`src/hw/sap_defines.svh`:
```
// Width and depth macros for the SAP-1 computer, included by the RTL and the testbench
`ifndef SAP_DEFINES_SVH
`define SAP_DEFINES_SVH

// Address space, also the PC width
`define SAP_ADDR_W 4

// Bus, register and RAM word width
`define SAP_DATA_W 8

// Microcode control word, one bit per signal
`define SAP_CTRL_W 15

// 16 bytes of RAM, the full address space
`define SAP_RAM_DEPTH 16

`endif

```
`src/hw/sap_isa_pkg.sv`:
```
// Opcode values and RAM word layout, imported by the controller, datapath and testbench
`default_nettype none

`include "sap_defines.svh"

package sap_isa_pkg;

  // Nibble positions inside the instr view
  localparam int NIB_OPC = 1;  // Upper nibble, opcode
  localparam int NIB_ARG = 0;  // Lower nibble, operand address

  // Opcodes, unused values run as no-ops
  localparam logic [`SAP_ADDR_W-1:0] OP_LDA = 4'd0;   // Load A from RAM
  localparam logic [`SAP_ADDR_W-1:0] OP_ADD = 4'd1;   // A = A + RAM
  localparam logic [`SAP_ADDR_W-1:0] OP_SUB = 4'd2;   // A = A - RAM
  localparam logic [`SAP_ADDR_W-1:0] OP_OUT = 4'd14;  // A to output register
  localparam logic [`SAP_ADDR_W-1:0] OP_HLT = 4'd15;  // Stop the clock of execution

  // One RAM byte, either an opcode/operand pair or plain data
  typedef union packed {
    logic [1:0][`SAP_ADDR_W-1:0] instr;  // [NIB_OPC] opcode, [NIB_ARG] operand
    logic [`SAP_DATA_W-1:0]      data;   // Raw byte
  } sap_word_u;

endpackage

`default_nettype wire

```
`src/hw/sap_ctrl_pkg.sv`:
```
// Control word bit map and stage numbers shared by the programmer, controller and datapath
`default_nettype none

`include "sap_defines.svh"

package sap_ctrl_pkg;

  // Control word bit positions, _N bits are active low
  localparam int SIG_PC_INC          = 14;  // PC count up
  localparam int SIG_PC_EN           = 13;  // PC onto bus
  localparam int SIG_PC_LOAD         = 12;  // PC from bus
  localparam int SIG_MAR_ADDR_LOAD_N = 11;  // MAR address from bus
  localparam int SIG_MAR_MEM_LOAD_N  = 10;  // MAR write-data from bus
  localparam int SIG_RAM_EN_N        = 9;   // RAM onto bus
  localparam int SIG_RAM_LOAD_N      = 8;   // RAM write at MAR address
  localparam int SIG_IR_LOAD_N       = 7;   // IR from bus
  localparam int SIG_IR_EN_N         = 6;   // IR operand onto bus
  localparam int SIG_REGA_LOAD_N     = 5;   // A from bus
  localparam int SIG_REGA_EN         = 4;   // A onto bus
  localparam int SIG_ADDER_SUB       = 3;   // Adder does A - B
  localparam int SIG_ADDER_EN        = 2;   // Adder onto bus
  localparam int SIG_REGB_LOAD_N     = 1;   // B from bus
  localparam int SIG_OUT_LOAD_N      = 0;   // Output register from bus

  // Nothing asserted, low-active bits parked high
  localparam logic [`SAP_CTRL_W-1:0] CTRL_IDLE = 15'b000_1111_1110_0011;

  // Micro-step counter
  localparam int STAGE_W = 3;
  localparam logic [STAGE_W-1:0] STAGE_T0   = 3'd0;
  localparam logic [STAGE_W-1:0] STAGE_T1   = 3'd1;
  localparam logic [STAGE_W-1:0] STAGE_T2   = 3'd2;
  localparam logic [STAGE_W-1:0] STAGE_T3   = 3'd3;
  localparam logic [STAGE_W-1:0] STAGE_T4   = 3'd4;
  localparam logic [STAGE_W-1:0] STAGE_T5   = 3'd5;
  localparam logic [STAGE_W-1:0] STAGE_HOLD = 3'd6;  // Parked, waiting for work

endpackage

`default_nettype wire

```
`src/hw/sap_programmer.sv`:
```
// RAM loader, writes one user byte per new_byte rising edge while programming is high
`timescale 1ns/100ps
`default_nettype none

`include "sap_defines.svh"

module sap_programmer (
  input  logic                   clk,
  input  logic                   resetn,
  input  logic [7:0]             ui_in,        // Byte to store
  input  logic                   programming,  // Level, selects loader mode
  input  logic                   new_byte,     // Rising edge starts a write
  output logic [`SAP_CTRL_W-1:0] prog_ctrl,
  output logic [`SAP_DATA_W-1:0] prog_bus
);
  import sap_ctrl_pkg::*;

  logic [STAGE_W-1:0]     stage;
  logic                   new_byte_d;  // Previous new_byte for edge detect
  logic                   byte_edge;
  logic                   pending;     // Edge seen, sequence not started yet
  logic [`SAP_DATA_W-1:0] byte_q;      // Captured ui_in
  logic [`SAP_ADDR_W-1:0] prog_addr;   // Next RAM address to fill

  assign byte_edge = new_byte & ~new_byte_d;

  always_ff @(posedge clk) begin
    if (!resetn) begin
      new_byte_d <= 1'b0;
      pending    <= 1'b0;
    end else begin
      new_byte_d <= new_byte;
      if (!programming)
        pending <= 1'b0;              // Drop stale requests
      else if (byte_edge)
        pending <= 1'b1;
      else if (stage == STAGE_HOLD)
        pending <= 1'b0;              // Consumed as stage enters T0
    end
  end

  always_ff @(posedge clk) begin
    if (byte_edge)
      byte_q <= ui_in;
  end

  // HOLD -> T0..T5 -> HOLD, one pass per byte
  always_ff @(posedge clk) begin
    if (!resetn || !programming)
      stage <= STAGE_HOLD;
    else if (stage == STAGE_HOLD)
      stage <= pending ? STAGE_T0 : STAGE_HOLD;
    else if (stage == STAGE_T5)
      stage <= STAGE_HOLD;
    else
      stage <= stage + 1'b1;
  end

  always_ff @(posedge clk) begin
    if (!resetn)
      prog_addr <= '0;
    else if (stage == STAGE_T1)
      prog_addr <= prog_addr + 1'b1;  // Address already latched in MAR at T0
  end

  // Stage decode, stays idle in HOLD
  always_comb begin
    prog_ctrl = CTRL_IDLE;
    prog_bus  = '0;
    case (stage)
      STAGE_T0: begin
        prog_bus                       = {{(`SAP_DATA_W-`SAP_ADDR_W){1'b0}}, prog_addr};
        prog_ctrl[SIG_MAR_ADDR_LOAD_N] = 1'b0;
      end
      STAGE_T4: begin
        prog_bus                      = byte_q;
        prog_ctrl[SIG_MAR_MEM_LOAD_N] = 1'b0;
      end
      STAGE_T5: prog_ctrl[SIG_RAM_LOAD_N] = 1'b0;  // Commit write data
      default: ;                                    // T1..T3 and HOLD idle
    endcase
  end

endmodule

`default_nettype wire

```
`src/hw/sap_controller.sv`:
```
// Microcode sequencer, steps T0..T5 per instruction and decodes IR into the control word
`timescale 1ns/100ps
`default_nettype none

`include "sap_defines.svh"

module sap_controller (
  input  logic                   clk,
  input  logic                   resetn,
  input  logic                   programming,  // Loader owns the machine
  input  sap_isa_pkg::sap_word_u ir_value,     // Current instruction
  output logic [`SAP_CTRL_W-1:0] ctrl_word,
  output logic                   halted        // Sticky until reset
);
  import sap_ctrl_pkg::*;
  import sap_isa_pkg::*;

  logic [STAGE_W-1:0]     stage;
  logic [`SAP_ADDR_W-1:0] opcode;
  logic                   is_alu;  // ADD or SUB

  assign opcode = ir_value.instr[NIB_OPC];
  assign is_alu = (opcode == OP_ADD) || (opcode == OP_SUB);

  always_ff @(posedge clk) begin
    if (!resetn) begin
      stage  <= STAGE_HOLD;
      halted <= 1'b0;
    end else if (programming || halted) begin
      stage <= STAGE_HOLD;           // Frozen
    end else begin
      case (stage)
        STAGE_HOLD: stage <= STAGE_T0;
        STAGE_T3: begin
          if (opcode == OP_HLT) begin
            stage  <= STAGE_HOLD;
            halted <= 1'b1;
          end else begin
            stage <= STAGE_T4;
          end
        end
        STAGE_T5: stage <= STAGE_T0;  // Next fetch
        default:  stage <= stage + 1'b1;
      endcase
    end
  end

  // Fetch is common, execute depends on the opcode in IR
  always_comb begin
    ctrl_word = CTRL_IDLE;
    case (stage)
      STAGE_T0: begin
        ctrl_word[SIG_PC_EN]           = 1'b1;  // PC -> MAR
        ctrl_word[SIG_MAR_ADDR_LOAD_N] = 1'b0;
      end
      STAGE_T1: ctrl_word[SIG_PC_INC] = 1'b1;
      STAGE_T2: begin
        ctrl_word[SIG_RAM_EN_N]  = 1'b0;        // RAM -> IR
        ctrl_word[SIG_IR_LOAD_N] = 1'b0;
      end
      STAGE_T3: begin
        if (opcode == OP_LDA || is_alu) begin
          ctrl_word[SIG_IR_EN_N]         = 1'b0;  // Operand -> MAR
          ctrl_word[SIG_MAR_ADDR_LOAD_N] = 1'b0;
        end else if (opcode == OP_OUT) begin
          ctrl_word[SIG_REGA_EN]    = 1'b1;       // A -> output
          ctrl_word[SIG_OUT_LOAD_N] = 1'b0;
        end
      end
      STAGE_T4: begin
        if (opcode == OP_LDA) begin
          ctrl_word[SIG_RAM_EN_N]    = 1'b0;      // RAM -> A
          ctrl_word[SIG_REGA_LOAD_N] = 1'b0;
        end else if (is_alu) begin
          ctrl_word[SIG_RAM_EN_N]    = 1'b0;      // RAM -> B
          ctrl_word[SIG_REGB_LOAD_N] = 1'b0;
        end
      end
      STAGE_T5: begin
        if (is_alu) begin
          ctrl_word[SIG_ADDER_EN]    = 1'b1;      // Sum -> A
          ctrl_word[SIG_REGA_LOAD_N] = 1'b0;
          ctrl_word[SIG_ADDER_SUB]   = (opcode == OP_SUB);
        end
      end
      default: ;                                  // HOLD
    endcase
  end

endmodule

`default_nettype wire

```
`src/hw/sap_datapath.sv`:
```
// Registers, RAM, adder and bus multiplexer, driven by the loader or microcode control word
`timescale 1ns/100ps
`default_nettype none

`include "sap_defines.svh"

module sap_datapath (
  input  logic                   clk,
  input  logic                   resetn,
  input  logic                   programming,  // Selects prog_ctrl and prog_bus
  input  logic [`SAP_CTRL_W-1:0] prog_ctrl,
  input  logic [`SAP_DATA_W-1:0] prog_bus,
  input  logic [`SAP_CTRL_W-1:0] ctrl_word,
  output sap_isa_pkg::sap_word_u ir_value,
  output logic [7:0]             out_value,
  output logic                   out_strobe    // One cycle after output load
);
  import sap_ctrl_pkg::*;
  import sap_isa_pkg::*;

  localparam int PAD_W = `SAP_DATA_W - `SAP_ADDR_W;

  logic [`SAP_CTRL_W-1:0] ctrl;    // Active control word
  logic [`SAP_DATA_W-1:0] bus;
  logic [`SAP_ADDR_W-1:0] pc;
  logic [`SAP_ADDR_W-1:0] mar;     // RAM address
  logic [`SAP_DATA_W-1:0] mdr;     // RAM write data, MAR memory-data half
  sap_word_u              ram [`SAP_RAM_DEPTH];
  sap_word_u              ir;
  logic [`SAP_DATA_W-1:0] reg_a;
  logic [`SAP_DATA_W-1:0] reg_b;
  logic [`SAP_DATA_W-1:0] sum;     // Wraps mod 256
  logic [`SAP_DATA_W-1:0] ram_rd;

  assign ctrl     = programming ? prog_ctrl : ctrl_word;
  assign ram_rd   = ram[mar].data;
  assign sum      = ctrl[SIG_ADDER_SUB] ? reg_a - reg_b : reg_a + reg_b;
  assign ir_value = ir;

  // Bus mux, one enabled source expected
  always_comb begin
    if (programming)
      bus = prog_bus;                           // Loader owns the bus
    else if (ctrl[SIG_PC_EN])
      bus = {{PAD_W{1'b0}}, pc};
    else if (!ctrl[SIG_RAM_EN_N])
      bus = ram_rd;
    else if (!ctrl[SIG_IR_EN_N])
      bus = {{PAD_W{1'b0}}, ir.instr[NIB_ARG]};
    else if (ctrl[SIG_REGA_EN])
      bus = reg_a;
    else if (ctrl[SIG_ADDER_EN])
      bus = sum;
    else
      bus = '0;                                 // Floating bus reads 0
  end

  always_ff @(posedge clk) begin
    if (!resetn) begin
      pc         <= '0;
      mar        <= '0;
      reg_a      <= '0;
      reg_b      <= '0;
      out_value  <= '0;
      out_strobe <= 1'b0;
    end else begin
      if (ctrl[SIG_PC_LOAD])
        pc <= bus[`SAP_ADDR_W-1:0];
      else if (ctrl[SIG_PC_INC])
        pc <= pc + 1'b1;
      if (!ctrl[SIG_MAR_ADDR_LOAD_N])
        mar <= bus[`SAP_ADDR_W-1:0];
      if (!ctrl[SIG_REGA_LOAD_N])
        reg_a <= bus;
      if (!ctrl[SIG_REGB_LOAD_N])
        reg_b <= bus;
      if (!ctrl[SIG_OUT_LOAD_N])
        out_value <= bus;
      out_strobe <= ~ctrl[SIG_OUT_LOAD_N];     // Follows the load by a cycle
    end
  end

  // Storage without reset
  always_ff @(posedge clk) begin
    if (!ctrl[SIG_MAR_MEM_LOAD_N])
      mdr <= bus;
    if (!ctrl[SIG_RAM_LOAD_N])
      ram[mar].data <= mdr;                     // Write at latched address
    if (!ctrl[SIG_IR_LOAD_N])
      ir.data <= bus;
  end

endmodule

`default_nettype wire

```
`src/hw/sap_computer.sv`:
```
// Top level of the SAP-1 computer, joins the RAM loader, microcode controller and datapath
`timescale 1ns/100ps
`default_nettype none

`include "sap_defines.svh"

module sap_computer (
  input  logic       clk,
  input  logic       resetn,
  input  logic [7:0] ui_in,        // Program byte
  input  logic       programming,  // High while loading RAM
  input  logic       new_byte,     // Rising edge stores ui_in
  output logic [7:0] out_value,
  output logic       out_strobe,
  output logic       halted
);
  import sap_isa_pkg::*;

  logic [`SAP_CTRL_W-1:0] prog_ctrl;
  logic [`SAP_DATA_W-1:0] prog_bus;
  logic [`SAP_CTRL_W-1:0] ctrl_word;
  sap_word_u              ir_value;  // IR back to the decoder

  sap_programmer programmer_i (
    .clk, .resetn, .ui_in, .programming, .new_byte,
    .prog_ctrl, .prog_bus
  );

  sap_controller controller_i (
    .clk, .resetn, .programming, .ir_value,
    .ctrl_word, .halted
  );

  sap_datapath datapath_i (
    .clk, .resetn, .programming, .prog_ctrl, .prog_bus, .ctrl_word,
    .ir_value, .out_value, .out_strobe
  );

endmodule

`default_nettype wire

```
`config.mk`:
```
export PLATFORM = sky130hd
export DESIGN_NAME = sap_computer
export DESIGN_NICKNAME = d
export VERILOG_FILES = /design/src/hw/sap_isa_pkg.sv /design/src/hw/sap_ctrl_pkg.sv /design/src/hw/sap_programmer.sv /design/src/hw/sap_controller.sv /design/src/hw/sap_datapath.sv /design/src/hw/sap_computer.sv
export VERILOG_INCLUDE_DIRS = /design/src /design/src/hw
export SDC_FILE = /design/constraint.sdc
export NUM_CORES = 1
export LEC_CHECK = 0
export BUFFER_PORTS_ARGS = -buffer_cell sky130_fd_sc_hd__buf_4
export CORE_ASPECT_RATIO = 1.25
export CORE_MARGIN = 5
export CORE_UTILIZATION = 40
export CTS_CLUSTER_SIZE = 12
export DETAILED_ROUTE_END_ITERATION = 7
export HOLD_SLACK_MARGIN = 0.15
export PLACE_DENSITY = 0.56
export SYNTH_ARGS = -nofsm -noshare
export SYNTH_HDL_FRONTEND = slang
export SYNTH_SLANG_ARGS = --single-unit
```
`constraint.sdc`:
```
create_clock -name clk -period 4.7 [get_ports clk]
set_input_delay 0.705 -clock clk [delete_from_list [all_inputs] [get_ports clk]]
set_output_delay 0.705 -clock clk [all_outputs]
set_load 0.02 [all_outputs]
```
# Yosys cells after proc, flatten, opt, wreduce, memory -nomap -nowiden
# Memories as Yosys holds them, arrays and structs flattened. A register that Yosys moved wholly into a read port is not among the register bits.
# Index checks and enable logic that the tools add are counted.
[totals]
reg_bits = 70
ramBits = 128
inputBits = 12
out_inout_bits = 10
elab_cells = 101
mem_count = 1
[mem_list]
columns = ["name", "words", "width", "read_ports", "rd_clocked_by_memory_dff", "write_ports", "line_no", "rtl"]
rows = [
  ["datapath_i.ram", 16, 8, 1, 1, 1, "sap_datapath.sv:28", "sap_word_u ram [`SAP_RAM_DEPTH];"],
]
[op_classes]
addsub = 6
n_eq_ne = 14
muxes = 45
n_bitwise = 5
reduce_logical = 15
[ops]
columns = ["op", "count"]
rows = [
  ["8-bit two-way mux", 7],
  ["1-bit two-way mux", 22],
  ["3-bit equality test, second input constant", 6],
  ["4-bit two-way mux", 4],
  ["8-bit one-hot mux with 2 select lines", 1],
  ["15-bit two-way mux", 1],
  ["3-bit two-way mux", 3],
  ["4-bit by 1-bit adder with 4-bit output, second input constant", 2],
  ["8-bit adder", 1],
  ["4-bit equality test, second input constant", 2],
  ["8-bit subtractor", 1],
  ["3-bit by 1-bit adder with 3-bit output, second input constant", 2],
  ["3-bit by 1-bit equality test with 1-bit output, second input constant", 2],
  ["3-bit by 2-bit equality test with 1-bit output, second input constant", 2],
  ["3-bit logical NOT", 2],
  ["2-bit two-way mux", 3],
  ["1-bit one-hot mux with 2 select lines", 3],
  ["3-bit one-hot mux with 2 select lines", 1],
  ["4-bit by 1-bit equality test with 1-bit output, second input constant", 1],
  ["4-bit by 2-bit equality test with 1-bit output, second input constant", 1],
  ["4-bit logical NOT", 1],
  ["1-bit logical OR", 4],
  ["1-bit NOT", 4],
  ["2-bit nonzero test", 2],
  ["5 further kinds", 7],
]

# Longest topological paths before layout
[logic_depth]
ltp_word = 15
mapped_depth = 14
ltp_nobuf = 13

# Hierarchy
# A second synthesis with hierarchy kept.
[hier_totals]
cells_unflattened = 678
hier_area_um2 = 9096.2
[by_module_without_submodules]
columns = ["mod", "n_inst", "cells_each", "area_each_um2", "seq_area_each_um2"]
rows = [
  ["sap_datapath", 1, 551, 7882.6, 5064.9],
  ["sap_programmer", 1, 76, 835.8, 420.4],
  ["sap_controller", 1, 51, 377.9, 80.1],
]

# Worst setup path before layout
# No wires, ideal clock.
[synth_timing]
path_kind = "input port to flip-flop"
start = "input port programming"
end = "register datapath_i.ir (netlist bit datapath_i.ir_value[6]) (data pin)"
setup_time_ns = 0.265
t_arrival_ns = 3.285
required_ns = 4.435
setup_slack_ns = 1.150
stages = 10
n_path_buf = 0
path_cell_list = "or3_1 > nor2_1 > mux2_2 > fa_1 > nor2b_1 > o21bai_1 > a21boi_0 > o21ai_0 > a32o_1 > a221o_1"
[synth_via]
elab_chain_cells = 8
[synth_rtl]
columns = ["item", "line_no", "rtl"]
rows = [
  ["start, declared", "sap_computer.sv:11", "input logic programming,"],
  ["15-bit two-way mux", "sap_datapath.sv:35", "assign ctrl = programming ? prog_ctrl : ctrl_word;"],
  ["8-bit two-way mux", "sap_datapath.sv:37", "assign sum = ctrl[SIG_ADDER_SUB] ? reg_a - reg_b : reg_a + reg_b;"],
  ["8-bit two-way mux", "sap_datapath.sv:52", "else if (ctrl[SIG_ADDER_EN])"],
  ["8-bit two-way mux", "sap_datapath.sv:50", "else if (ctrl[SIG_REGA_EN])"],
  ["8-bit two-way mux", "sap_datapath.sv:48", "else if (!ctrl[SIG_IR_EN_N])"],
  ["8-bit two-way mux", "sap_datapath.sv:46", "else if (!ctrl[SIG_RAM_EN_N])"],
  ["8-bit two-way mux", "sap_datapath.sv:44", "else if (ctrl[SIG_PC_EN])"],
  ["8-bit two-way mux (*)", "sap_datapath.sv:42", "if (programming)"],
  ["named net datapath_i.bus[6]", "sap_datapath.sv:24", "logic [`SAP_DATA_W-1:0] bus;"],
  ["end, declared", "sap_datapath.sv:29", "sap_word_u ir;"],
]
# The timed path passes the listed nets; every way through them passes the cells marked *.
# A chain may end at the register's enable or synchronous reset.

# Worst setup path in the final report
[layout_timing]
start = "register datapath_i.ir (netlist bit datapath_i.ir_value[7])"
end = "register datapath_i.ir (netlist bit datapath_i.ir_value[6]) (data pin)"
[layout_via]
elab_chain_cells = 12
word_cells_on_any_way = 24
classes_between = "eq/ne (3); mux (18); reduce/logical (3)"
[layout_rtl]
columns = ["item", "line_no", "rtl"]
rows = [
  ["4-bit by 1-bit equality test with 1-bit output or 4-bit by 2-bit equality test with 1-bit output (tied branches)", "sap_controller.sv:23, sap_controller.sv:83", ""],
  ["1-bit logical OR", "sap_controller.sv:23", "assign is_alu = (opcode == OP_ADD) || (opcode == OP_SUB);"],
  ["2-bit two-way mux", "sap_controller.sv:80", "if (is_alu) begin"],
  ["2-bit two-way mux", "sap_controller.sv:51", "case (stage)"],
  ["15-bit two-way mux (*)", "sap_datapath.sv:35", ""],
  ["8-bit two-way mux", "sap_datapath.sv:37", ""],
  ["8-bit two-way mux", "sap_datapath.sv:52", ""],
  ["8-bit two-way mux", "sap_datapath.sv:50", ""],
  ["8-bit two-way mux", "sap_datapath.sv:48", ""],
  ["8-bit two-way mux (*)", "sap_datapath.sv:46", ""],
  ["8-bit two-way mux (*)", "sap_datapath.sv:44", ""],
  ["8-bit two-way mux (*)", "sap_datapath.sv:42", ""],
  ["named net datapath_i.bus[6]", "sap_datapath.sv:24", ""],
]
# Marks and branches as above.

==> metrics.csv <==
metric,value,unit
clockBufferDepth,3,
crit_path_end_kind,flop,
outcome,completed,
yosys.area.top_type,edfxtp_1,
fin_skew,0.00823,ns
viasPerCell,5.49,
cts.repair.resized,0,
max_freq,271,MHz
postCtsHoldBufs,0,
die_h,174,um
worst-r2r-cell-count,10,
p_total,0.00359,W
rsz0062_at_grt,false,
required,4.94,ns
antenna_found_initial,0,
synth_cell_types,67,
synth_top_area_share,52.7,%
area_delta_synth_final,12.5,%
path_clk_slew,0.06,ns
htree_levels,1,
drc,0,
dr_total_vias,4923,
post-place-ws,0.715,ns
cp_max_fo,6,
power.leakage,3.26,nW
finalSetupTns,0,ns
min_period_over_period,78.6,%
synth-main-ff-cell,edfxtp_1,
drive_above_1_share,15.4,%
fin_nets,635,
clkPwrFrac,43.0,%
syn_area,0.00865,mm^2
final.min_clock_period,3.69,ns
switching_share,20.7,%
rr_endpoint,datapath_i.ir_value[6],
place_congestion,0.870,
dieArea,0.0247,mm^2
clock_latency,0.50,ns
synth_edf_count,152,
yosys-top-cells-count,"edfxtp_1, dfxtp_1, nor2_1",
intPower,0.00285,W
ys_top_cells_by_area,"edfxtp_1, dfxtp_1, mux4_1",
crit_type,flop to flop,
p_switching,0.000742,W
worst_slack,1.01,ns
min_to,programmer_i.byte_q[6],
yosys.area_share.adder,2.40,%
hold_path_depth,1,
final_cell_area,0.00974,mm^2
slew_headroom,24.7,%
wire_per_inst,21.4,um
max_cap_violations,0,
min_path_type,primary input to flop,
rrSetupSlack,1.01,ns
r2r-start,datapath_i.ir_value[7],
root_buffer,clkbuf_16,
rows,60,
synth-simple-area-share,8.49,%
drv_slew,0,
synth_compound_gate_area_share,8.21,%
synthXorXnorAreaFrac,1.42,%
syn_inst,580,
dpl_cell_area,0.00911,mm^2
tightest_slew,1.13,ns
firstDrtPassIters,5,
crit_path_start_kind,flop,
drtIter0Drc,429,
min_from,ui_in[6],
io_buffers,21,
synth.net_count,608,
grt_pass1_wl,29700,um
pwr-share-seq,53.7,%
synthArstFlopShare,0,%
finalHoldWorstSlack,0.383,ns
cp.arrival,3.94,ns
antenna_cells,0,
ys_seq_area_share,64.3,%
synth_top_family_by_area,multiplexers,
track_usage,15.6,%
dieWidth,142,um
core-area,0.0214,mm^2
ys_seq_elements,202,
clock_sinks,202,
ir_drop,0.000226,V
hold_viol,0,
p_comb_share,3.3,%
wl,19200,um
numCtsBuffers,22,
initial_core_util,40.5,%
grt_start_max_net_pins,28,
io_pins,22,
cts_tree,built,
synth_most_common_cell,edfxtp_1,
hpwlAfterDp,13300,um
grt_overflow,0,
setup_viol,0,
ys_warn_count,0,
drtAntennaViolNets,0,
post_cts_buffers,0,
synth_mux_area_share,12.5,%
grt_pass1_vias,5064,
power.density,369,mW/mm^2
syn_area_per_cell,14.9,um^2
## layer usage
layer	global-route usage, %	vias to the layer above	wire length (um)
met4	5.44	0	666
met5	0	-	0
met1	19.6	2457	7850
li1	-	2308	-
met3	2.56	45	831
met2	27.0	113	9850
## layout make-up
type	instances	area, um^2
Clock inverter	6	31.3
Tap cell	279	349
Sequential cell	202	5570
Clock buffer	29	598
Multi-Input combinational cell	328	2890
Fill cell	1856	11700
Timing Repair Buffer	30	225
Inverter	23	86.3
## cell families after synthesis
family	after synthesis
AO/OA/AOI/OAI	97
adder cells (fa/ha/maj)	16
AND/OR/NAND/NOR	150
buffers and inverters	50
flip-flops	202
multiplexers	51
XOR/XNOR	14
## through the flow
step                cells  util [%]
CTS                   897      45.5
finish                897      45.5
global route          897      45.5
global placement      862      42.6
detailed placement    862      42.6
floorplan             580         -
## power groups by stage
| stage | registers, W | logic, W | clock network, W |
|---|---|---|---|
| 6_report | 0.00193 | 0.000117 | 0.00155 |
| 5_1_grt | 0.00193 | 0.000129 | 0.00165 |
| 4_1_cts | 0.00193 | 0.000118 | 0.00157 |
| 3_5_place_dp | 0.00197 | 0.000118 | 0 |
| 3_3_place_gp | 0.00197 | 0.000114 | 0 |
| 2_1_floorplan | 0.00196 | 0.0000868 | 0 |
## worst max path at each step
stage / startpoint / endpoint / slack [ns] / depth (start not counted)
global route: controller_i.stage[0] / datapath_i.ir_value[6] / 0.65 / 11
CTS: datapath_i.ir_value[7] / datapath_i.ir_value[6] / 1.01 / 10
global placement: programming / datapath_i.mdr[6] / 0.76 / 11
finish: datapath_i.ir_value[7] / datapath_i.ir_value[6] / 1.01 / 10
floorplan: programming / datapath_i.ir_value[6] / 1.15 / 10
detailed placement: programming / datapath_i.ir_value[6] / 0.71 / 11
## layout by cell type (no fill, tap or decap), types with 5 or more instances in the layout
master,n
a211oi_1,7
a21o_1,5
a21oi_1,19
buf_4,30
clkbuf_1,6
clkbuf_16,23
dfxtp_1,50
edfxtp_1,152
ha_1,15
inv_1,20
mux2_2,6
mux2i_1,7
mux4_1,23
mux4_2,15
nand2_1,39
nor2_1,50
nor2b_1,5
nor3_1,8
nor3_2,6
nor3b_1,5
o21ai_0,17
o22ai_1,13
or3_1,9
xnor2_1,10
## worst max-delay path, cell delays in order (launching register included)
cell	delay, ns
edfxtp_1	0.49
or3_1	0.50
nor2_1	0.35
mux2_2	0.42
fa_1	0.47
nor2b_1	0.17
o21bai_1	0.08
a21boi_0	0.19
o21ai_0	0.16
a32o_1	0.28
a221o_1	0.33
## sequential cells by signal (all words and copies together) (netlist names), 4 cells and up, named ones only
name / count
datapath_i.ir_value: 8
datapath_i.ram: 128
datapath_i.reg_b: 8
programmer_i.prog_addr: 4
datapath_i.reg_a: 8
datapath_i.pc: 4
datapath_i.mar: 4
programmer_i.byte_q: 8
datapath_i.mdr: 8
datapath_i.out_value: 8
(Power assumes the default switching activity.)
